--- config.mk ---
export PLATFORM = sky130hd
export DESIGN_NAME = usb_rx_top
export DESIGN_NICKNAME = d
export VERILOG_FILES = /design/src/usb_rx_pkg.sv /design/src/line_sync.sv /design/src/rx_bit_timer.sv /design/src/rx_lane.sv /design/src/byte_collector.sv /design/src/usb_rx_top.sv
export VERILOG_INCLUDE_DIRS = /design/src /design/src/src
export SDC_FILE = /design/constraint.sdc
export NUM_CORES = 1
export LEC_CHECK = 0
export BUFFER_PORTS_ARGS = -buffer_cell sky130_fd_sc_hd__buf_2
export CAP_MARGIN = 20
export CORE_MARGIN = 2
export CORE_UTILIZATION = 55
export DETAILED_ROUTE_END_ITERATION = 10
export MAX_ROUTING_LAYER = met4
export PLACE_DENSITY_LB_ADDON = 0.2
export SYNTH_ARGS = -nofsm -noshare
export SYNTH_HDL_FRONTEND = slang
export SYNTH_SLANG_ARGS = --single-unit
--- constraint.sdc ---
create_clock -name clk -period 2.8 [get_ports clk]
set_clock_uncertainty 0.1 [all_clocks]
set_input_delay 0.14 -clock clk [delete_from_list [all_inputs] [get_ports clk]]
set_output_delay 0.14 -clock clk [all_outputs]
set_load 0.01 [all_outputs]
--- src/usb_rx_macros.svh ---
/* Receiver timing constants shared by all lanes.
   USB_NUM_PORTS must stay a power of two for the collector pointer wrap. */
`ifndef USB_RX_MACROS_SVH
`define USB_RX_MACROS_SVH

// Clocks in one bit time, full speed at 8x oversampling
`define USB_CLKS_PER_BIT 8

`define USB_NUM_PORTS 4

// Consecutive ones before the transmitter inserts a zero
`define USB_STUFF_LIMIT 6

// Edgeless bit times that close a packet
`define USB_IDLE_BITS 8

`endif

--- src/usb_rx_pkg.sv ---
/* Types shared by the receive lanes, the collector and the top level.
   port_id_t is sized for four ports. */
package usb_rx_pkg;

	// One received byte, bit 0 first on the wire
	typedef logic [7:0] usb_byte_t;

	// Lane number carried with each output byte
	typedef logic [1:0] port_id_t;

	// Lane activity, IDLE until a J to K transition opens a packet
	typedef enum logic {
		IDLE,
		RECEIVING
	} lane_state_t;

endpackage

--- src/line_sync.sv ---
/* Two-flop synchronizer plus edge detector for every port pin.
   Pins reset to 1, the idle J level, so no edge appears out of reset. */
`timescale 1ns/1ps
`include "usb_rx_macros.svh"

module line_sync (
	input  logic                       clk,
	input  logic                       n_rst,
	input  logic [`USB_NUM_PORTS-1:0] d_pin,
	output logic [`USB_NUM_PORTS-1:0] d_line,
	output logic [`USB_NUM_PORTS-1:0] d_edge
);

	logic [`USB_NUM_PORTS-1:0] meta;
	logic [`USB_NUM_PORTS-1:0] sync;
	logic [`USB_NUM_PORTS-1:0] last;

	always_ff @(posedge clk, negedge n_rst) begin
		if (!n_rst) begin
			meta <= '1;
			sync <= '1;
			last <= '1;
		end else begin
			meta <= d_pin;
			sync <= meta;
			// Previous settled level for the edge compare
			last <= sync;
		end
	end

	assign d_line = sync;
	assign d_edge = sync ^ last;

	// A real line holds each level for a full bit, never for one clock
	assert property (@(posedge clk) disable iff (!n_rst)
		(d_edge & $past(d_edge)) == '0)
		else $error("line_sync: back to back edges on one lane");

endmodule

--- src/rx_bit_timer.sv ---
/* Bit timing for one lane: samples mid-bit, flags stuffed bits and ends packets.
   A packet opens only on a J to K edge and closes after USB_IDLE_BITS quiet bits. */
`timescale 1ns/1ps
`include "usb_rx_macros.svh"

module rx_bit_timer import usb_rx_pkg::*; (
	input  logic clk,
	input  logic n_rst,
	input  logic d_edge,
	input  logic d_line,
	output logic shift_enable,
	output logic stuffed,
	output logic packet_end,
	output logic receiving
);

	localparam int PHASE_W = $clog2(`USB_CLKS_PER_BIT);
	localparam int ONES_W = $clog2(`USB_STUFF_LIMIT + 1);
	localparam int IDLE_W = $clog2(`USB_IDLE_BITS);
	localparam logic [PHASE_W-1:0] MID = PHASE_W'(`USB_CLKS_PER_BIT / 2 - 1);
	localparam logic [PHASE_W-1:0] LAST = PHASE_W'(`USB_CLKS_PER_BIT - 1);

	lane_state_t        state;
	logic [PHASE_W-1:0] phase;
	logic [ONES_W-1:0]  ones_cnt;
	logic [IDLE_W-1:0]  idle_cnt;
	logic               edge_seen;
	logic               tick;

	assign receiving = (state == RECEIVING);
	assign tick = receiving && (phase == MID);
	assign packet_end = tick && !edge_seen && (idle_cnt == IDLE_W'(`USB_IDLE_BITS - 1));
	assign shift_enable = tick && !packet_end;
	// Sample right after a full run of ones carries the inserted zero
	assign stuffed = shift_enable && (ones_cnt == ONES_W'(`USB_STUFF_LIMIT));

	always_ff @(posedge clk, negedge n_rst) begin
		if (!n_rst) begin
			state <= IDLE;
		end else begin
			case (state)
				IDLE:
					if (d_edge && !d_line)
						state <= RECEIVING;
				RECEIVING:
					if (packet_end)
						state <= IDLE;
				default:
					state <= IDLE;
			endcase
		end
	end

	// Every edge realigns the bit clock, sample lands half a bit later
	always_ff @(posedge clk, negedge n_rst) begin
		if (!n_rst)
			phase <= '0;
		else if (d_edge || phase == LAST)
			phase <= '0;
		else
			phase <= phase + 1'b1;
	end

	always_ff @(posedge clk, negedge n_rst) begin
		if (!n_rst)
			edge_seen <= 1'b0;
		else if (d_edge)
			edge_seen <= 1'b1;
		else if (tick)
			edge_seen <= 1'b0;
	end

	always_ff @(posedge clk, negedge n_rst) begin
		if (!n_rst) begin
			ones_cnt <= '0;
			idle_cnt <= '0;
		end else if (!receiving) begin
			ones_cnt <= '0;
			idle_cnt <= '0;
		end else if (tick) begin
			ones_cnt <= (edge_seen || stuffed) ? '0 : ones_cnt + 1'b1;
			idle_cnt <= edge_seen ? '0 : idle_cnt + 1'b1;
		end
	end

	// Line edges belong at bit boundaries, one on the sample point means lost bit sync
	assert property (@(posedge clk) disable iff (!n_rst)
		receiving && d_edge |-> phase != MID)
		else $error("rx_bit_timer: line edge on the sample point");

endmodule

--- src/rx_lane.sv ---
/* One receive lane: NRZI decode, stuffing removal and LSB-first byte assembly.
   A partial byte left at packet end is dropped, never emitted. */
`timescale 1ns/1ps

module rx_lane import usb_rx_pkg::*; (
	input  logic      clk,
	input  logic      n_rst,
	input  logic      d_edge,
	input  logic      d_line,
	output logic      lane_valid,
	output usb_byte_t lane_data
);

	logic        shift_enable;
	logic        stuffed;
	logic        packet_end;
	logic        receiving;
	lane_state_t lane_state;
	logic        prev_level;
	logic        nrzi_bit;
	logic        take_bit;
	logic [2:0]  bit_cnt;
	usb_byte_t   shift_reg;

	rx_bit_timer u_timer (
		.clk          (clk),
		.n_rst        (n_rst),
		.d_edge       (d_edge),
		.d_line       (d_line),
		.shift_enable (shift_enable),
		.stuffed      (stuffed),
		.packet_end   (packet_end),
		.receiving    (receiving)
	);

	assign lane_state = receiving ? RECEIVING : IDLE;
	assign take_bit = shift_enable && !stuffed;
	// Same level as last sample means no transition, a 1
	assign nrzi_bit = (d_line == prev_level);

	always_ff @(posedge clk, negedge n_rst) begin
		if (!n_rst) begin
			prev_level <= 1'b1;
			bit_cnt <= '0;
			lane_valid <= 1'b0;
		end else begin
			lane_valid <= take_bit && (bit_cnt == 3'd7);

			// Between packets the reference level is idle J
			if (lane_state == IDLE)
				prev_level <= 1'b1;
			else if (shift_enable)
				prev_level <= d_line;

			if (packet_end)
				bit_cnt <= '0;
			else if (take_bit)
				bit_cnt <= bit_cnt + 1'b1;
		end
	end

	// First bit on the wire ends up in bit 0
	always_ff @(posedge clk) begin
		if (packet_end)
			shift_reg <= '0;
		else if (take_bit)
			shift_reg <= {nrzi_bit, shift_reg[7:1]};
	end

	assign lane_data = shift_reg;

endmodule

--- src/byte_collector.sv ---
/* Merges the lane byte strobes onto one output, round robin, one byte per clock.
   No back-pressure: each lane must stay below one byte per USB_NUM_PORTS clocks. */
`timescale 1ns/1ps
`include "usb_rx_macros.svh"

module byte_collector import usb_rx_pkg::*; (
	input  logic                                 clk,
	input  logic                                 n_rst,
	input  logic [`USB_NUM_PORTS-1:0]            lane_valid,
	input  usb_byte_t [`USB_NUM_PORTS-1:0]       lane_data,
	output logic                                 byte_valid,
	output usb_byte_t                            byte_data,
	output port_id_t                             byte_port
);

	localparam int N = `USB_NUM_PORTS;

	usb_byte_t [N-1:0] hold_data;
	logic [N-1:0]      full;
	logic [N-1:0]      clr_mask;
	port_id_t          ptr;
	port_id_t          sel;
	logic              found;

	// First full lane at or after the pointer
	always_comb begin
		port_id_t idx;
		idx = ptr;
		found = 1'b0;
		sel = ptr;
		for (int k = 0; k < N; k++) begin
			idx = ptr + port_id_t'(k);
			if (!found && full[idx]) begin
				found = 1'b1;
				sel = idx;
			end
		end
	end

	assign clr_mask = found ? (N'(1) << sel) : '0;

	always_ff @(posedge clk, negedge n_rst) begin
		if (!n_rst) begin
			full <= '0;
			ptr <= '0;
			byte_valid <= 1'b0;
		end else begin
			// A fresh strobe wins over the drain of the same lane
			full <= (full & ~clr_mask) | lane_valid;
			byte_valid <= found;
			if (found)
				ptr <= sel + 1'b1;
		end
	end

	always_ff @(posedge clk) begin
		for (int i = 0; i < N; i++) begin
			if (lane_valid[i])
				hold_data[i] <= lane_data[i];
		end
		if (found) begin
			byte_data <= hold_data[sel];
			byte_port <= sel;
		end
	end

	for (genvar i = 0; i < N; i++) begin : g_overrun
		assert property (@(posedge clk) disable iff (!n_rst)
			lane_valid[i] |-> !full[i] || clr_mask[i])
			else $error("byte_collector: lane %0d overrun", i);
	end

endmodule

--- src/usb_rx_top.sv ---
/* Four-port serial receive front end, one byte strobe out with its port.
   Single-ended data pins, no SE0 detection, no CRC or PID checks. */
`timescale 1ns/1ps
`include "usb_rx_macros.svh"

module usb_rx_top import usb_rx_pkg::*; (
	input  logic                       clk,
	input  logic                       n_rst,
	input  logic [`USB_NUM_PORTS-1:0] d_pin,
	output logic                       byte_valid,
	output usb_byte_t                  byte_data,
	output port_id_t                   byte_port
);

	logic [`USB_NUM_PORTS-1:0]      d_line;
	logic [`USB_NUM_PORTS-1:0]      d_edge;
	logic [`USB_NUM_PORTS-1:0]      lane_valid;
	usb_byte_t [`USB_NUM_PORTS-1:0] lane_data;

	line_sync u_sync (
		.clk    (clk),
		.n_rst  (n_rst),
		.d_pin  (d_pin),
		.d_line (d_line),
		.d_edge (d_edge)
	);

	// One independent receiver per port
	for (genvar i = 0; i < `USB_NUM_PORTS; i++) begin : g_lane
		rx_lane u_lane (
			.clk        (clk),
			.n_rst      (n_rst),
			.d_edge     (d_edge[i]),
			.d_line     (d_line[i]),
			.lane_valid (lane_valid[i]),
			.lane_data  (lane_data[i])
		);
	end

	byte_collector u_collect (
		.clk        (clk),
		.n_rst      (n_rst),
		.lane_valid (lane_valid),
		.lane_data  (lane_data),
		.byte_valid (byte_valid),
		.byte_data  (byte_data),
		.byte_port  (byte_port)
	);

endmodule

## Word-level counts from Yosys, hierarchy flattened

Index checks and enable logic that the tools add are counted.

- Shift-type cells: 1
- Reduce and logical (&&, ||, !) cells: 70
- Add/subtract/negate cells: 20
- Bitwise logic cells: 8
- Equal/unequal tests: 32
- Muxes and demuxes: 86
- Order comparisons: 5

Operators by type and width:

| operator | number |
|---|---|
| 2-to-1 mux 3 bit | 36 |
| adder 3 x 1 -> 3 bit, second input constant | 16 |
| == test 3 bit, second input constant | 16 |
| 2-to-1 mux 1 bit | 36 |
| logical AND 1 bit | 35 |
| logical NOT 1 bit | 19 |
| binary-select mux 8 bit (select 2 bit) | 1 |
| != test 2 x 1 -> 1 bit, second input constant | 8 |
| nonzero test 2 bit | 8 |
| less-than comparator 2 x 3 -> 1 bit, second input constant | 5 |
| == test 3 x 2 -> 1 bit, second input constant | 4 |
| binary-select mux 1 bit (select 2 bit) | 4 |
| logical OR 1 bit | 8 |
| 2-to-1 mux 8 bit | 1 |
| case mux 1 bit (2 select lines) | 4 |
| 2-to-1 mux 2 bit | 3 |
| adder 2 x 1 -> 2 bit, second input constant | 2 |
| adder 2 bit, second input constant | 2 |
| bitwise AND 4 bit | 1 |
| == test 1 bit | 4 |
| 2-to-1 mux 4 bit | 1 |
| inverter 1 bit | 4 |
| inverter 4 bit | 1 |
| bitwise OR 4 bit | 1 |
| other kinds (2) | 2 |

- Output and inout bits: 11
- Flip-flop bits (word level): 157
- Input bits: 6
- Logic and storage cells: 270

## Depth between registers and ports, before layout

Gate-level depths: netlist of the first run.

- Depth after elaboration: 17
- Depth in mapped cells: 7

## Hierarchy

From an unflattened synthesis of the first run, not the netlist that was laid out.

- Cell total of the unflattened synthesis: 546
- Area, all modules: 6636.4 sq um

Modules (own cells, without submodules):

| module | cells each | area an instance (sq um) | sequential area each (sq um) | instances |
|---|---|---|---|---|
| rx_bit_timer | 53 | 575.6 | 275.3 | 4 |
| rx_lane | 56 | 525.5 | 286.5 | 4 |
| byte_collector | 94 | 1881.8 | 1436.4 | 1 |
| line_sync | 16 | 350.3 | 315.3 | 1 |

## Least setup slack after synthesis of the first run

No wires, ideal clock.

- Kind: reg2reg
- Start: register u_collect.full[0]
- End: register u_collect.byte_data[2], data pin
- Buffers on the path: 1
- Data arrival time: 1647 ps
- Period minus slack after synthesis: 2019 ps
- Cell stages (with the launch flop): 5
- Path slack: 781 ps
- Cell sequence: dfrtp_1 nor2b_4 o41ai_4 buf_6 mux4_2

- Longest elaborated chain between the ends: 14
- Elaborated cells between the ends (all ways): 22
- Those cells by class: 16 x mux; 6 x reduce/logical

RTL lines:

| what | line | RTL |
|---|---|---|
| start, declared | byte_collector.sv:19 | `logic [N-1:0] full;` |
| start signal, assigned | byte_collector.sv:49 | `full <= (full & ~clr_mask) \| lane_valid;` |
| binary-select mux 1 bit (select 2 bit) | byte_collector.sv:33 | `if (!found && full[idx]) begin` |
| 2-to-1 mux 1 bit (implied by the code) | byte_collector.sv:33 |  |
| 2-to-1 mux 1 bit | byte_collector.sv:33 |  |
| logical NOT 1 bit | byte_collector.sv:33 |  |
| logical AND 1 bit | byte_collector.sv:33 |  |
| 2-to-1 mux 1 bit | byte_collector.sv:33 |  |
| logical NOT 1 bit | byte_collector.sv:33 |  |
| logical AND 1 bit | byte_collector.sv:33 |  |
| 2-to-1 mux 1 bit | byte_collector.sv:33 |  |
| logical NOT 1 bit | byte_collector.sv:33 |  |
| logical AND 1 bit | byte_collector.sv:33 |  |
| 2-to-1 mux 2 bit (*) | byte_collector.sv:33 |  |
| net u_collect.sel[1] | byte_collector.sv:22 | `port_id_t sel;` |
| binary-select mux 8 bit (select 2 bit) (*) | byte_collector.sv:62 | `byte_data <= hold_data[sel];` |
| 2-to-1 mux 8 bit (implied by the code) (*) | byte_collector.sv:62 |  |
| end signal, assigned | byte_collector.sv:62 |  |
| end, declared | byte_collector.sv:12 | `output usb_byte_t byte_data,` |

Mark *: on every way through the listed nets, which the timed path passes. The rest lies on a longest branch. The select of a mux whose other input is x is not followed.
A chain may end at the register's enable or synchronous reset.

## Final worst setup path of the first run

- Start: register u_collect.full[0]
- End: register u_collect.byte_data[0], data pin

- Longest elaborated chain between the ends: 14
- Elaborated cells between the ends (all ways): 22
- Those cells by class: 16 x mux; 6 x reduce/logical

RTL lines:

| what | line |
|---|---|
| binary-select mux 1 bit (select 2 bit) | byte_collector.sv:33 |
| 2-to-1 mux 1 bit (implied by the code) | byte_collector.sv:33 |
| 2-to-1 mux 1 bit | byte_collector.sv:33 |
| logical NOT 1 bit | byte_collector.sv:33 |
| logical AND 1 bit | byte_collector.sv:33 |
| 2-to-1 mux 1 bit | byte_collector.sv:33 |
| logical NOT 1 bit | byte_collector.sv:33 |
| logical AND 1 bit | byte_collector.sv:33 |
| 2-to-1 mux 1 bit | byte_collector.sv:33 |
| logical NOT 1 bit | byte_collector.sv:33 |
| logical AND 1 bit | byte_collector.sv:33 |
| 2-to-1 mux 2 bit (*) | byte_collector.sv:33 |
| binary-select mux 8 bit (select 2 bit) (*) | byte_collector.sv:62 |
| 2-to-1 mux 8 bit (implied by the code) (*) | byte_collector.sv:62 |

Mark *: on every way between the ends. The rest lies on a longest branch, timed or not. The select of a mux whose other input is x is not followed.

==> results of run 1 <==
[cell usage after synthesis (all sizes together) (10+ instances only)]
cell type / number
nor2b: 22
dfstp: 16
buf: 11
o21ai: 23
nand2: 33
dfrtp: 67
dfxtp: 32
nand2b: 10
inv: 21
a22o: 40
nor2: 24
ha: 40
edfxtp: 42
[kinds of logic (layout without fill, tap and decap cells)]
family | after synthesis | after routing | share of synthesized area (%)
adder cells (fa/ha/maj) | 40 | 40 | 8.00
buffers and inverters | 34 | 80 | 2.46
AO/OA/AOI/OAI | 104 | 104 | 12.4
AND/OR/NAND/NOR | 108 | 108 | 8.74
XOR/XNOR | 9 | 9 | 1.26
multiplexers | 9 | 9 | 3.22
flip-flops | 157 | 157 | 63.9
[flip-flops by register name, summed over array words and instances (netlist names), 8 cells and up]
signal                          flops
g_lane.u_lane.bit_cnt              12
g_lane.u_lane.lane_data            32
g_lane.u_lane.u_timer.idle_cnt     12
g_lane.u_lane.u_timer.ones_cnt     12
g_lane.u_lane.u_timer.phase        12
u_collect.byte_data                 8
u_collect.hold_data                32
[cell type report]
| cell class | instances | area (um2) |
|---|---|---|
| inverter | 21 | 78.8 |
| sequential | 157 | 4000 |
| clock buffer | 21 | 460 |
| tap | 140 | 175 |
| multi-input combinational | 270 | 2100 |
| timing repair buffer | 27 | 198 |
| clock inverter | 11 | 213 |
| fill | 775 | 3760 |
[through the flow]
step	total power, mW	area (um2)	cells
floorplan	3.91	6250	461
global placement	4.08	6470	609
detailed placement	4.15	6470	609
CTS	6.76	7200	646
global route	7.04	7220	647
finish	6.70	7220	647
[layout by cell type (no fill, tap or decap), types with 6 or more instances in the layout]
cell type,n
a22o_1,40
dfxtp_1,32
o21ai_0,22
nor2b_1,21
clkbuf_16,17
buf_4,6
edfxtp_1,42
nor2_1,24
nand2b_1,10
xnor2_1,9
nand2_1,33
ha_1,40
bufinv_16,6
dfstp_2,16
buf_2,15
a21oi_1,9
dfrtp_1,67
a31oi_1,8
inv_1,21
[routing by layer]
metal  wire length [um]  part of all wire, %  vias up  track usage (%)
met5                  0                    0        -                -
met4                158                  1.6        0             6.58
met3                331                  3.4       17             5.60
met2               4690                   48       50             27.6
met1               4490                   46     1714             22.0
li1                   -                    -     1732                -
[report_power, final]
part	switching [mW]	total, mW	internal, mW
registers	0.303	3.14	2.84
clock network	0.849	2.57	1.72
logic	0.450	0.986	0.536
total	1.60	6.70	5.09
[worst max-delay path, cell delays in order, from the launching register on]
cell,delay (ns)
dfrtp_1,0.44
nor2b_4,0.16
o41ai_4,0.31
buf_4,0.26
mux4_1,0.57
[timing repair]
item / 4_1_cts / 5_1_grt
hold endpoints to repair: 71 / 0
setup buffers: 0 / 0
hold buffers: 5 / 0
[worst max path at each step]
stage,endpoint,slack (ns),cells past startpoint
finish,u_collect.byte_data[0],0.68,4
CTS,u_collect.byte_data[0],0.68,4
global placement,u_collect.byte_data[7],0.75,4
detailed placement,u_collect.byte_data[0],0.69,4
floorplan,u_collect.byte_data[2],0.78,4
global route,u_collect.byte_data[1],0.57,4
==> results.toml, run 1 <==
[power]
p_leak_nw = 3.15
p_per_area_mw_per_mm2 = 927
ir_drop_mv = 0.826

[global_route]
grt_pass1_vias = 3533
grtUsageTotal_pct = 17.7
grt_max_degree = 84
grt.overflow.total = 0
grt_first_pass_wirelength_um = 16800
antenna_found_initial = 0

[worst_setup_path]
critPathLaunchType = "register"
worst_setup_path_end_kind = "register"
cp_data_arrival_time_ns = 2.16
cp.required_ns = 2.85
worstSetupPathType = "reg2reg"
rr_endpoint = "u_collect.byte_data[0]"
path_max_fanout = 13
reg2reg_depth = 4
r2r-start = "u_collect.full[0]"
crit_path_start = "u_collect.full[0]"
reg2reg_slack_ns = 0.68

[clock_network]
clockRootBuffer = "clkbuf_16"
cts_buffer_depth = 2
htree_levels = 4
cts_tree = "done"
clk_latency_ns = 0.41
clk_pin_slew_ns = 0.06
cts_sinks = 157
cts_buffers = 17
post_cts_resized = 0

[outcome]
status = "completed"

[synthesis]
synth_edf_count = 42
ys_async_sr_fraction_pct = 52.9
ys_ff_latch = 157
synth_top_area_cell = "dfrtp_1"
synth.top_cell.area_share_pct = 26.8
synthCells = 461
ys_types = 42
yosys_warnings = 0
syn_nets = 507
avgSynthCellArea_um2 = 13.6
seq_area_frac_synth_pct = 63.9
netlist_top_cells_area = "dfrtp_1 (27%), edfxtp_1 (20%), dfxtp_1 (10%)"
ys.flop_type = "dfrtp_1"
netlist_area_mm2 = 0.00625

[timing]
slew_headroom_pct = 48.0
fin_crit_sh_pct = 75.6
hold_viol_final = 0
setup_ws_ns = 0.682
worstMarginPinSlew_ns = 0.779
slew_viol_final = 0
tns_ns = 0
holdWs_ns = 0.0652
fmaxAchievable_ghz = 0.472
setup_violations = 0
period_needed_ns = 2.12
rsz0062_at_grt = "no"

[die]
dieArea_mm2 = 0.0122
fp.dieH_um = 111
fp.dieW_um = 111
start_util_pct = 56.9
core_region_area_mm2 = 0.0110
ios = 17
row_count = 38

[layout]
area_delta_synth_final_pct = 15.5
final_layout_size_suffix_gt1_share_pct = 15.0
diodes = 0
final_nets = 540
final_util_pct = 65.8

[placed_design]
place_ws_ns = 0.690
hpwlAfterDp_um = 6390
io_buffers = 16
gp_congestion = 0.800

[drt]
wl_um = 9670
viasPerCell = 5.43
antenna_left = 0
drt_iter0_markers = 286
vias = 3513
first_pass_iters = 4
drc = 0
post_drt_wl_per_cell_um = 14.9

[job]
drv_cap = 0

[hold_path]
hp-class = "in2async"
Power figures use the tool's default switching activity.
==> run 2, diff against run 1 <==
- clock period: 2.8 -> 2 ns (I/O delays scaled with it)
==> results.toml, run 2 (synthesized netlist as in run 1, its figures left out) <==
[clock_network]
cts_sinks = 157
cts_buffer_depth = 2
clk_pin_slew_ns = 0.06
cts_tree = "done"
htree_levels = 4
cts_buffers = 17
clockRootBuffer = "clkbuf_16"
clk_latency_ns = 0.41

[layout]
area_delta_synth_final_pct = 15.7
final_area_mm2 = 0.00723
ff_latch_area_mm2 = 0.00400
diodes = 0
multiInputGateArea_mm2 = 0.00211
final_layout_size_suffix_gt1_share_pct = 18.1
fill_cells = 772
final_nets = 551
layout_commonest_cell = "dfrtp_1"
final_cell_mix = "dfrtp_1 (66), edfxtp_1 (42), a22o_1 (40), ha_1 (40), nand2_1 (33)"

[drt]
first_pass_iters = 4
wl_um = 9990
viasPerCell = 5.40
drt_iter0_markers = 174
vias = 3554
antenna_left = 0
post_drt_wl_per_cell_um = 15.2
drc = 0

[worst_setup_path]
cp.required_ns = 2.05
cp_slowest_stage_delay_ns = 0.39
r2r-start = "u_collect.full[0]"
worstSetupPathType = "reg2reg"
path_cells = "buf_4 > nor2b_1 > o21ai_0 > o211a_2 > mux4_2"
critPathLaunchType = "register"
critPathBufInv = 1
cp_data_arrival_time_ns = 2.03
slowest_stage = "o211a_2"
critPathTopFamily = "compound AO/OA/AOI/OAI gates"
worst_setup_path_end_kind = "register"
crit_path_start = "u_collect.full[0]"
path_max_fanout = 9

[power]
intPower_mw = 6.81
sw_frac_of_total_pct = 24.9
ir_drop_mv = 0.908
p_leak_nw = 3.14
switching_power_mw = 2.26
comb_power_share_pct = 16.9
p_per_area_mw_per_mm2 = 1250
power_frac_seq_pct = 48.3
clkPwrFrac_pct = 34.8
finalPower_mw = 9.08

[timing]
slew_headroom_pct = 69.0
fin_crit_sh_pct = 99.2
rsz0062_at_grt = "yes"
setup_violations = 0
slew_viol_final = 0
worstMarginPinSlew_ns = 0.465
setup_ws_ns = 0.0157
hold_viol_final = 0
holdWs_ns = 0.0781
period_needed_ns = 1.98
fmaxAchievable_ghz = 0.504

[global_route]
grt_max_degree = 51
antenna_found_initial = 0
grt_first_pass_wirelength_um = 17200
grt_pass1_vias = 3568
grtUsageTotal_pct = 18.2
grt.overflow.total = 0

[die]
fp.dieW_um = 111
dieArea_mm2 = 0.0122
core_region_area_mm2 = 0.0110
start_util_pct = 56.9
fp.dieH_um = 111
ios = 17
row_count = 38

[placed_design]
place_ws_ns = -0.0208
gp_congestion = 0.844
io_buffers = 16
postPlaceCellArea_mm2 = 0.00658
hpwlAfterDp_um = 6670

[outcome]
status = "completed"

[job]
drv_cap = 0

[hold_path]
hp-class = "in2async"
-- run 2: changes by cell type in the layout (fill, tap and decap cells not counted), moves of 4 or more --
| cell | change |
|---|---|
| buf_4 | +10 |
| clkbuf_1 | +4 |
| o21bai_1 | -4 |
| o21bai_2 | +4 |
-- run 2: worst register-to-register path, stage by stage (launching register included) --
cell and delay, ns:
dfrtp_1 0.38, buf_4 0.15, nor2b_1 0.13, o21ai_0 0.20, o211a_2 0.39, mux4_2 0.36
-- run 2: power groups by stage --
stage               logic, mW  registers [mW]  clock network (mW)
finish                   1.53            4.38                3.16
global route             1.73            4.45                3.35
global placement         1.42            4.41                   0
CTS                      1.54            4.38                3.21
detailed placement       1.49            4.43                   0
floorplan                1.14            4.33                   0
-- run 2: metrics by stage --
step / setup TNS (ns) / cells / util, %
finish: 0 / 658 / 65.9
global placement: 0 / 620 / 59.9
CTS: 0 / 658 / 65.6
detailed placement: -0.0414 / 620 / 59.9
global route: -0.312 / 658 / 65.9
floorplan: -0.0953 / 461 / -
-- run 2: layout make-up --
| class | count | share of cell area, % |
|---|---|---|
| Multi-Input combinational cell | 270 | 29.2 |
| Inverter | 21 | 1.09 |
| Clock inverter | 8 | 1.63 |
| Clock buffer | 24 | 6.38 |
| Tap cell | 140 | 2.42 |
| Sequential cell | 157 | 55.3 |
| Timing Repair Buffer | 38 | 3.94 |
-- run 2: final timing paths --
kind                                          endpoint  slack, ns  cells past startpoint
min in group clk                        u_sync.meta[1]       0.23                      2
hold reg to reg                       u_sync.d_line[3]       0.25                      0
setup reg to reg                u_collect.byte_data[2]       0.02                      5
hold / removal                       u_collect.full[3]       0.08                      2
max in group asynchronous  g_lane[2].u_lane.prev_level       1.05                      3
setup / recovery                u_collect.byte_data[2]       0.02                      5
-- run 2: repair_timing --
action | in CTS | in global routing
setup buffers | 1 | 0
hold buffers | 5 | 0
endpoints found under the setup margin | 3 | 50
endpoints found under the hold margin | 75 | 0
resized for setup | 3 | 9
-- run 2: per-layer routing --
layer,up-vias,wire (um),global-route usage [%]
met2,45,4770,27.4
met5,-,0,-
met4,0,195,8.58
met3,13,262,5.27
met1,1743,4770,23.0
li1,1753,-,-
